<file path="src/rtl/cu_pkg.sv">
// cu_pkg: shared ISA constants, instruction layouts and control-word types of the control unit
`default_nettype none

package cu_pkg;

	localparam int instr_w   = 32;
	localparam int reg_idx_w = 5;

	// base opcodes of RV32I
	typedef enum logic [6:0] {
		op_lui    = 7'b0110111,
		op_auipc  = 7'b0010111,
		op_jal    = 7'b1101111,
		op_jalr   = 7'b1100111,
		op_branch = 7'b1100011,
		op_load   = 7'b0000011,
		op_store  = 7'b0100011,
		op_imm    = 7'b0010011,
		op_reg    = 7'b0110011,
		op_fence  = 7'b0001111,
		op_system = 7'b1110011 // csr and environment calls
	} opcode_t;

	// register form
	typedef struct packed {
		logic [6:0]           funct7;
		logic [reg_idx_w-1:0] rs2;
		logic [reg_idx_w-1:0] rs1;
		logic [2:0]           funct3;
		logic [reg_idx_w-1:0] rd;
		opcode_t              opcode;
	} instr_r_t;

	// immediate form
	typedef struct packed {
		logic [11:0]          imm12;
		logic [reg_idx_w-1:0] rs1;
		logic [2:0]           funct3;
		logic [reg_idx_w-1:0] rd;
		opcode_t              opcode;
	} instr_i_t;

	typedef union packed {
		instr_r_t r;
		instr_i_t i;
	} instr_u;

	// funct3 values shared by reg and imm arithmetic
	localparam logic [2:0] f3_add  = 3'b000; // add, sub, addi
	localparam logic [2:0] f3_sll  = 3'b001;
	localparam logic [2:0] f3_slt  = 3'b010;
	localparam logic [2:0] f3_sltu = 3'b011;
	localparam logic [2:0] f3_xor  = 3'b100;
	localparam logic [2:0] f3_sr   = 3'b101; // srl / sra, split by bit 30
	localparam logic [2:0] f3_or   = 3'b110;
	localparam logic [2:0] f3_and  = 3'b111;

	// operation codes seen by the ALU
	typedef enum logic [3:0] {
		alu_copy_b = 4'd0,
		alu_addr   = 4'd1, // address generation for load/store
		alu_add    = 4'd2,
		alu_xor    = 4'd3,
		alu_or     = 4'd4,
		alu_and    = 4'd5,
		alu_sll    = 4'd6,
		alu_srl    = 4'd7,
		alu_sra    = 4'd8,
		alu_sub    = 4'd9,
		alu_slt    = 4'd10,
		alu_sltu   = 4'd11
	} alu_op_t;

	typedef struct packed {
		logic pc_en;
		logic fd_en;
	} fe_ctrl_t;

	typedef struct packed {
		logic rs1_en;
		logic rs2_en;
		logic imm_en; // immediate generator
		logic de_en;
	} de_ctrl_t;

	typedef struct packed {
		logic sel_a_pc;
		logic sel_b_imm;
		logic em_en;
	} ex_ctrl_t;

	typedef struct packed {
		logic dram_we;
		logic dram_re;
		logic mw_en;
	} mem_ctrl_t;

	typedef struct packed {
		logic sel_c;
		logic sel_d;
		logic rf_we;
	} wb_ctrl_t;

	// full word, fetch part in the msbs
	typedef struct packed {
		fe_ctrl_t  fe;
		de_ctrl_t  de;
		ex_ctrl_t  ex;
		mem_ctrl_t mem;
		wb_ctrl_t  wb;
	} ctrl_word_t;

	// empty slot, only the pipeline enables of ex and mem stay on
	localparam ctrl_word_t cw_bubble = {2'b00, 4'b0000, 3'b001, 3'b001, 3'b000};

	// unknown opcode, e.g. while the icache is still empty
	localparam ctrl_word_t cw_fetch_only = {2'b10, 4'b0000, 3'b000, 3'b000, 3'b000};

endpackage

`default_nettype wire

</file>
<file path="src/rtl/cw_rom.sv">
// cw_rom: combinational table from opcode to the full control word
`timescale 1ns/10ps
`default_nettype none

module cw_rom (
	input  cu_pkg::opcode_t    opcode,
	output cu_pkg::ctrl_word_t cw
);
	import cu_pkg::*;

	// grouped as fe, de, ex, mem, wb
	always_comb begin
		case (opcode)
			op_auipc:  cw = {2'b11, 4'b0011, 3'b011, 3'b001, 3'b101};
			op_lui:    cw = {2'b11, 4'b0011, 3'b111, 3'b001, 3'b101};
			op_branch: cw = {2'b11, 4'b1111, 3'b111, 3'b001, 3'b100}; // no rf write
			op_jal:    cw = {2'b11, 4'b0011, 3'b101, 3'b001, 3'b111};
			op_jalr:   cw = {2'b11, 4'b1011, 3'b011, 3'b001, 3'b111};
			op_load:   cw = {2'b11, 4'b1011, 3'b111, 3'b011, 3'b001};
			op_store:  cw = {2'b11, 4'b1111, 3'b111, 3'b101, 3'b100};
			op_imm:    cw = {2'b11, 4'b1011, 3'b111, 3'b001, 3'b101};
			op_reg:    cw = {2'b11, 4'b1101, 3'b101, 3'b001, 3'b101};
			// fence and system share the register-form word
			op_fence:  cw = {2'b11, 4'b1101, 3'b101, 3'b001, 3'b101};
			op_system: cw = {2'b11, 4'b1101, 3'b101, 3'b001, 3'b101};
			default:   cw = cw_fetch_only; // keep the pc moving
		endcase
	end

endmodule

`default_nettype wire

</file>
<file path="src/rtl/hazard_ctrl.sv">
// hazard_ctrl: read-after-write detection against the instruction in decode, raises a one-cycle stall
`timescale 1ns/10ps
`default_nettype none

module hazard_ctrl (
	input  logic                         clk,
	input  logic                         nrst,
	input  cu_pkg::instr_u               instr_in,
	input  logic [cu_pkg::reg_idx_w-1:0] de_rd,
	input  logic                         de_is_load,
	output logic                         stall
);
	import cu_pkg::*;

	opcode_t              opcode;
	logic [reg_idx_w-1:0] rs1;
	logic [reg_idx_w-1:0] rs2;
	logic                 src_match;
	logic                 stall_q;

	assign opcode = instr_in.r.opcode;

	// rs1 sits at the same place in both layouts
	always_comb begin
		case (opcode)
			op_lui, op_auipc, op_jal: rs1 = '0;
			default:                  rs1 = instr_in.i.rs1;
		endcase
	end

	// rs2 only exists in register form
	always_comb begin
		case (opcode)
			op_reg, op_branch, op_store: rs2 = instr_in.r.rs2;
			default:                     rs2 = '0;
		endcase
	end

	assign src_match = (de_rd != '0) && ((de_rd == rs1) || (de_rd == rs2));

	// load feeds anything, or anything feeds a branch
	always_comb begin
		stall = 1'b0;
		if (src_match && !stall_q) begin
			if (de_is_load || (opcode == op_branch))
				stall = 1'b1;
		end
	end

	// the re-presented instruction must not stall twice
	always_ff @(posedge clk) begin
		if (!nrst)
			stall_q <= 1'b0;
		else
			stall_q <= stall;
	end

endmodule

`default_nettype wire

</file>
<file path="src/rtl/alu_decoder.sv">
// alu_decoder: decodes the fetched instruction into the ALU operation code, one cycle later
`timescale 1ns/10ps
`default_nettype none

module alu_decoder (
	input  logic             clk,
	input  logic             nrst,
	input  cu_pkg::instr_u   instr_in,
	input  logic             stall,
	output cu_pkg::alu_op_t  alu_op
);
	import cu_pkg::*;

	alu_op_t op_next;
	logic    alt_r; // funct7 bit 5, sub / sra
	logic    alt_i; // imm bit 10, srai
	logic    mext;  // funct7 bit 0

	assign alt_r = instr_in.r.funct7[5];
	assign alt_i = instr_in.i.imm12[10];
	assign mext  = instr_in.r.funct7[0];

	always_comb begin
		op_next = alu_copy_b;
		case (instr_in.r.opcode)
			op_lui:             op_next = alu_copy_b;
			op_load, op_store:  op_next = alu_addr;
			op_auipc:           op_next = alu_add;
			op_reg: begin
				if (!mext) begin
					case (instr_in.r.funct3)
						f3_add:  op_next = alt_r ? alu_sub : alu_add;
						f3_sll:  op_next = alu_sll;
						f3_slt:  op_next = alu_slt;
						f3_sltu: op_next = alu_sltu;
						f3_xor:  op_next = alu_xor;
						f3_sr:   op_next = alt_r ? alu_sra : alu_srl;
						f3_or:   op_next = alu_or;
						f3_and:  op_next = alu_and;
						default: op_next = alu_copy_b;
					endcase
				end
			end
			op_imm: begin
				case (instr_in.i.funct3)
					f3_add:  op_next = alu_add; // no subi
					f3_sll:  op_next = alu_sll;
					f3_slt:  op_next = alu_slt;
					f3_sltu: op_next = alu_sltu;
					f3_xor:  op_next = alu_xor;
					f3_sr:   op_next = alt_i ? alu_sra : alu_srl;
					f3_or:   op_next = alu_or;
					f3_and:  op_next = alu_and;
					default: op_next = alu_copy_b;
				endcase
			end
			default:            op_next = alu_copy_b;
		endcase
	end

	always_ff @(posedge clk) begin
		if (!nrst)
			alu_op <= alu_copy_b;
		else if (stall)
			alu_op <= alu_copy_b; // bubble enters decode
		else
			alu_op <= op_next;
	end

endmodule

`default_nettype wire

</file>
<file path="src/rtl/cw_pipeline.sv">
// cw_pipeline: carries the control word through decode, execute, memory and writeback
`timescale 1ns/10ps
`default_nettype none

module cw_pipeline (
	input  logic                         clk,
	input  logic                         nrst,
	input  cu_pkg::ctrl_word_t           rom_cw,
	input  logic [cu_pkg::reg_idx_w-1:0] instr_rd,
	input  logic                         stall,
	output cu_pkg::ctrl_word_t           cw_out,
	output logic [cu_pkg::reg_idx_w-1:0] de_rd,
	output logic                         de_is_load
);
	import cu_pkg::*;

	// what is left of the word after each stage
	typedef struct packed {
		de_ctrl_t  de;
		ex_ctrl_t  ex;
		mem_ctrl_t mem;
		wb_ctrl_t  wb;
	} st1_t;

	typedef struct packed {
		ex_ctrl_t  ex;
		mem_ctrl_t mem;
		wb_ctrl_t  wb;
	} st2_t;

	typedef struct packed {
		mem_ctrl_t mem;
		wb_ctrl_t  wb;
	} st3_t;

	st1_t       st1;
	st2_t       st2;
	st3_t       st3;
	wb_ctrl_t   st4;
	ctrl_word_t next_cw;

	assign next_cw = stall ? cw_bubble : rom_cw;

	always_ff @(posedge clk) begin
		if (!nrst) begin
			st1 <= '0;
			st2 <= '0;
			st3 <= '0;
			st4 <= '0;
		end else begin
			st1 <= {next_cw.de, next_cw.ex, next_cw.mem, next_cw.wb};
			st2 <= {st1.ex, st1.mem, st1.wb}; // later stages never hold
			st3 <= {st2.mem, st2.wb};
			st4 <= st3.wb;
		end
	end

	// producer info for hazard detection
	// branch, store and unknown opcodes have rf_we low, the bubble too
	always_ff @(posedge clk) begin
		if (!nrst) begin
			de_rd      <= '0;
			de_is_load <= 1'b0;
		end else begin
			de_rd      <= next_cw.wb.rf_we ? instr_rd : '0;
			de_is_load <= next_cw.mem.dram_re;
		end
	end

	always_comb begin
		cw_out.fe  = (stall || !nrst) ? '0 : rom_cw.fe; // freeze fetch
		cw_out.de  = st1.de;
		cw_out.ex  = st2.ex;
		cw_out.mem = st3.mem;
		cw_out.wb  = st4;
	end

endmodule

`default_nettype wire

</file>
<file path="src/rtl/cu_top.sv">
// cu_top: control unit of the five-stage RV32I pipeline, decode, hazard stall and ALU code
`timescale 1ns/10ps
`default_nettype none

module cu_top (
	input  logic               clk,
	input  logic               nrst,
	input  cu_pkg::instr_u     instr_in,
	output cu_pkg::ctrl_word_t cw_out,
	output cu_pkg::alu_op_t    alu_op
);
	import cu_pkg::*;

	ctrl_word_t           rom_cw;
	logic                 stall;
	logic [reg_idx_w-1:0] de_rd;
	logic                 de_is_load;

	cw_rom rom_i (
		.opcode (instr_in.r.opcode),
		.cw     (rom_cw)
	);

	hazard_ctrl hazard_i (
		.clk        (clk),
		.nrst       (nrst),
		.instr_in   (instr_in),
		.de_rd      (de_rd),
		.de_is_load (de_is_load),
		.stall      (stall)
	);

	alu_decoder alu_dec_i (
		.clk      (clk),
		.nrst     (nrst),
		.instr_in (instr_in),
		.stall    (stall),
		.alu_op   (alu_op)
	);

	cw_pipeline pipe_i (
		.clk        (clk),
		.nrst       (nrst),
		.rom_cw     (rom_cw),
		.instr_rd   (instr_in.r.rd),
		.stall      (stall),
		.cw_out     (cw_out),
		.de_rd      (de_rd),
		.de_is_load (de_is_load)
	);

endmodule

`default_nettype wire

</file>
<file path="config.mk">
export PLATFORM = sky130hd
export DESIGN_NAME = cu_top
export DESIGN_NICKNAME = d
export VERILOG_FILES = /design/src/rtl/cu_pkg.sv /design/src/rtl/cw_rom.sv /design/src/rtl/hazard_ctrl.sv /design/src/rtl/alu_decoder.sv /design/src/rtl/cw_pipeline.sv /design/src/rtl/cu_top.sv
export SDC_FILE = /design/constraint.sdc
export NUM_CORES = 1
export LEC_CHECK = 0
export ABC_AREA = 1
export BUFFER_PORTS_ARGS = -buffer_cell sky130_fd_sc_hd__buf_2
export CAP_MARGIN = 5
export CELL_PAD_IN_SITES_DETAIL_PLACEMENT = 1
export CELL_PAD_IN_SITES_GLOBAL_PLACEMENT = 2
export CORE_ASPECT_RATIO = 1.1
export CORE_MARGIN = 8
export CORE_UTILIZATION = 27
export CTS_CLUSTER_DIAMETER = 50
export CTS_CLUSTER_SIZE = 8
export DETAILED_ROUTE_END_ITERATION = 8
export PLACE_DENSITY = 0.76
export SKIP_LAST_GASP = 1
export SLEW_MARGIN = 15
export SYNTH_ARGS = -nofsm -noshare
export SYNTH_HDL_FRONTEND = slang
export SYNTH_SLANG_ARGS = --single-unit
</file>
<file path="constraint.sdc">
create_clock -name clk -period 1.95 [get_ports clk]
set_input_delay 0 -clock clk [delete_from_list [all_inputs] [get_ports clk]]
set_output_delay 0 -clock clk [all_outputs]
set_load 0.005 [all_outputs]
</file>
Word level (Yosys, flattened, before mapping) --
Index checks and enable logic that the tools add are counted.
Storage, ports and cells: register bits 41, latch bits 0, bits in writable memories 0, bits in read-only memories 0, input port bits 34, memories 0
Cells by class: add/sub/neg operators 0, $mul 0, div/mod/pow operators 0, $lt $le $gt $ge 0, equal/unequal tests 20, shift operators 0, mux-type cells 13, bitwise gates (word level) 1, reductions and logical operators 15
Operators by type and width (count):
- 14-bit case mux with 9 select lines | 1
- 4-bit case mux with 8 select lines | 2
- 7-bit == test, second input constant | 4
- 7-bit by 6-bit == test with 1-bit output, second input constant | 3
- 4-bit case mux with 4 select lines | 1
- 7-bit by 5-bit == test with 1-bit output, second input constant | 2
- 3-bit == test, second input constant | 4
- 4-bit 2-to-1 mux | 3
- 5-bit == test | 2
- 5-bit 2-to-1 mux | 2
- 3-bit OR reduction | 3
- 7-bit by 2-bit == test with 1-bit output, second input constant | 1
- 7-bit by 4-bit == test with 1-bit output, second input constant | 1
- 7-bit 2-to-1 mux | 1
- 3-bit by 2-bit == test with 1-bit output, second input constant | 2
- 5-bit nonzero test | 1
- 2-bit OR reduction | 2
- 3-bit by 1-bit == test with 1-bit output, second input constant | 1
- 3-bit logical NOT | 1
- 1-bit logical OR | 3
- 1-bit logical AND | 2
- 1-bit logical NOT | 2
- 1-bit 2-to-1 mux | 2
- 2-bit 2-to-1 mux | 1
- other kinds (2) | 2

Longest topological paths before layout --
word-level depth 10, gate-level depth with buffers 17

Hierarchy --
From an unflattened synthesis, not the netlist that was laid out.
Unflattened totals: cells, all modules 319, area total of the unflattened synthesis 2109.5 µm²
By module, submodules not included:
- cw_pipeline | times used 1, cells each 128, area each 1126.1 µm², sequential area each 720.7 µm²
- hazard_ctrl | times used 1, cells each 73, area each 386.6 µm², sequential area each 20.0 µm²
- cw_rom | times used 1, cells each 64, area each 304.0 µm², sequential area each 0.0 µm²
- alu_decoder | times used 1, cells each 54, area each 292.8 µm², sequential area each 80.1 µm²

Least setup slack after synthesis --
Ideal clock, no wire load.
path kind input-to-reg, start input port instr_in[4] in the netlist's numbering, end register pipe_i.st1[2] in the netlist's numbering, setup time 0.124 ns, data arrival time 1.330 ns, path slack 0.496 ns, cell stages on the path 16, path buffers 2, path through buf_2 > nand2_1 > nor2_2 > o21ai_4 > nand2_4 > inv_2 > nand2_1 > nand2_1 > nand2_1 > nor2_1 > nand2_1 > nand2_2 > nand2_4 > nand2_4 > buf_12 > nor2_2
On the way: longest elaborated chain between the ends 9, elaborated cells between the ends (all ways) 26
Ends and longest elaborated chain:
- from (decl) | RTL line cu_top.sv:8 | input cu_pkg::instr_u instr_in,
- 7-bit by 6-bit == test with 1-bit output, or another cell as far along | RTL line cw_rom.sv:13, hazard_ctrl.sv:25
- 3-bit OR reduction, on equally long branches | RTL line hazard_ctrl.sv:25, hazard_ctrl.sv:33
- 5-bit 2-to-1 mux, on equally long branches | RTL line hazard_ctrl.sv:25, hazard_ctrl.sv:33
- 5-bit == test | RTL line hazard_ctrl.sv:39 | assign src_match = (de_rd != '0) && ((de_rd == rs1) || (de_rd == rs2));
- 1-bit logical OR | RTL line hazard_ctrl.sv:39
- 1-bit logical AND | RTL line hazard_ctrl.sv:39
- 1-bit logical AND | RTL line hazard_ctrl.sv:44 | if (src_match && !stall_q) begin
- 1-bit 2-to-1 mux | RTL line hazard_ctrl.sv:44
- 2-bit OR reduction (no line)
- to (signal assigned) | RTL line cw_pipeline.sv:51 | st1 <= {next_cw.de, next_cw.ex, next_cw.mem, next_cw.wb};
- to (decl) | RTL line cw_pipeline.sv:36 | st1_t st1;
Several ways; a longest one is shown, not always the timed one. A chain may end at the register's enable or synchronous reset.

==> metrics.txt <==
DR pass1 iterations=4; power share of the sequential group=49.6%; H-tree Lvls=2; grt ovf=0; root buf cell=clkbuf_8; top cells by area in the synthesized netlist=dfxtp_1, nand2_1, inv_1, nor2_1, buf_4; post-route minimum period=1.65 ns; Hold Fails Final Rpt=0; clock network fraction of total power=41.6%; die area=9700 um^2; Fin Setup TNS=0 ns; Syn Nets=288; internal power component=0.00128 W; YS warnings=0; clk slew on worst S/H paths=0.08 ns; hold crit path type=in2reg; met1 wire length=1940 um; Comb pwr share=8.8%; Leakage Power=1.22 nW; CORE AREA=6590 um^2; headroom to the max-slew limit=68.5%; Sw Ratio=21.6%; All-Layer GR Usage=8.89%; Crit. End Element=output port; latest clock arrival within the worst-skew pair=0.28 ns; gpl congestion=0.755; num rows=31; run status=finished clean; measured slew at the worst slew-check pin=0.461 ns; post-synth cell types=30; NumNets Final=334; Routed WL=4080 um; CTS buffer count=5; clk sinks=39; CTS resizes=0; Startpoint Class=primary input; initial antenna violation count=0; final non-filler cell total=383; met2 wire len=1840 um; Max Fanout on Critical Path=8; Slew Viols, Final=0; Setup violations, final=0; share of post-route cells with drive strength above 1=26.2%; met3 WL=229 um; chip height=102 um; Buffers on Ports=47; clk_skew=0.00949 ns; drt initial violations=50; Net Sw Power=0.000352 W; Top Metal Used=met4; largest net degree at the start of global routing=22; Max-Cap Viols=0; Synth area leader=dfxtp_1; vias in the first global route=1596; global-route wire length before repair=6880 um; Inserted Diodes=0; Max Fclk=605 MHz; Power Dens Cells=727 nW/um^2; Final ANT Viol Nets=0; top-area cell type share of the netlist area=42.5%; Mapped Area=1840 um^2; drt drc=0; via/cell ratio=4.09; average routed wire per standard cell=10.7 um; Peak supply drop=0.328 mV; Final Cycle Share=84.8%; IO Count=53; CTS tree=built; Crit Path Category=in2out; post-CTS setup buffers=0; Placed Cells=370; Mapped Cells=254; Die Wd=94.6 um; Worst EP arrival=1.65 ns; RSZ-0062 raised after global routing=no; DPL Wire Length=3400 um; Initial Utilization=27.8%; CTS Hold Bufs=5; DR vias=1567; CP required=1.95 ns; layout overhead on the synthesized area=22.1%; post-synthesis sequential element count=39; Clock Path Buffers=2; sequential area share after synthesis=42.5%; syn_area_per_cell=7.23 um^2
==> power by group through the flow <==
stage / combinational [W] / clock [W] / sequential, W
6_report: 0.000143 / 0.000678 / 0.000808
5_1_grt: 0.000162 / 0.000746 / 0.000809
4_1_cts: 0.000147 / 0.000706 / 0.000808
3_5_place_dp: 0.000139 / 0 / 0.000827
3_3_place_gp: 0.000136 / 0 / 0.000826
2_1_floorplan: 0.0000861 / 0 / 0.000826
==> cell usage in the layout, fill, tap and decap left out, types with 2 or more instances in the layout <==
master / n
a21oi_1: 6
nand2_4: 3
nand4_1: 3
nor3_1: 3
nand2_2: 2
dfxtp_1: 39
nor2_1: 37
xor2_1: 5
nand3_1: 9
nor2_2: 10
buf_2: 47
nand2_1: 51
inv_2: 3
dlygate4sd3_1: 5
o21ai_0: 7
inv_1: 49
nor4_1: 2
clkbuf_8: 6
==> final cells by class <==
cell class / instances / area (um^2)
Fill cell: 846 / 4350
Sequential cell: 39 / 781
Multi-Input combinational cell: 149 / 752
Timing Repair Buffer: 53 / 293
Inverter: 52 / 195
Tap cell: 82 / 103
Clock buffer: 6 / 82.6
Clock inverter: 2 / 35.0
==> synthesized netlist by cell type <==
cell type	n
dfxtp_1	39
nand3_1	9
nand3_2	1
a311oi_2	1
nand2_2	2
nor3_4	1
nand4_1	3
a2111oi_0	1
a21oi_1	6
xor2_1	5
nand3b_1	1
nor2_1	37
o31ai_1	1
buf_12	1
buf_4	10
o21ai_0	7
nor4_1	2
o221ai_1	1
o21ai_4	1
inv_1	49
o21ai_1	1
nand2_1	51
buf_2	1
nor3_2	1
a22oi_1	1
inv_2	3
nand2_4	3
clkbuf_1	2
nor3_1	3
nor2_2	10
==> per-layer routing <==
metal  vias to the layer above  global-route usage (%)
li1                        844                       -
met1                       686                    10.3
met2                        31                    14.6
met3                         6                    2.87
met4                         0                    3.97
met5                         -                       0
==> sequential cells by signal, indices dropped and copies added, names as in the netlist <==
name	cells
pipe_i.cw_out	13
pipe_i.st1	7
pipe_i.de_rd	5
pipe_i.st2	5
alu_dec_i.alu_op	4
pipe_i.st3	3
hazard_i.stall_q	1
pipe_i.de_is_load	1
==> worst max-delay path, stage by stage <==
cell and delay, ns:
buf_2 0.14, inv_1 0.06, nand2_1 0.07, nor2_1 0.18, inv_1 0.08, nor4_1 0.32
nor2_1 0.10, inv_1 0.09, nor2_1 0.04, inv_1 0.08, o21ai_0 0.16, a21oi_1 0.19
buf_2 0.13
==> stage by stage <==
step	instance area [um^2]	hold WS, ns	utilization [%]	worst slack [ns]	total power (W)
after global routing	2240	0.0857	34.0	0.0583	0.00172
after CTS	2240	0.0767	34.0	0.260	0.00166
after floorplan	1840	0.112	-	0.496	0.000912
final	2240	0.0808	34.0	0.296	0.00163
after global placement	2070	0.218	31.4	0.232	0.000963
after detailed placement	2070	0.221	31.4	0.221	0.000965
==> kinds of logic after synthesis <==
logic type	count (synthesis)	synth area share (%)
DFF	39	42.5
and+or+nand+nor	124	31.3
xor gates and xnor gates	5	2.39
buffers and inverters	66	16.5
AOI/OAI and AO/OA	20	7.29
==> final timing paths <==
kind | start | endpoint | slack, ns | cells after the start
worst min-delay path | instr_in[2] | pipe_i.de_is_load$_SDFF_PP0_ | 0.08 | 4
worst min register to register | pipe_i.st1[5]$_SDFF_PP0_ | pipe_i.st2[5]$_SDFF_PN0_ | 0.41 | 2
worst max register to register | pipe_i.de_rd[1]$_SDFF_PN0_ | pipe_i.st1[8]$_SDFF_PP0_ | 0.55 | 9
worst max-delay path | instr_in[4] | cw_out[13] | 0.30 | 13
No activity file was read; power rests on OpenSTA's default activity.
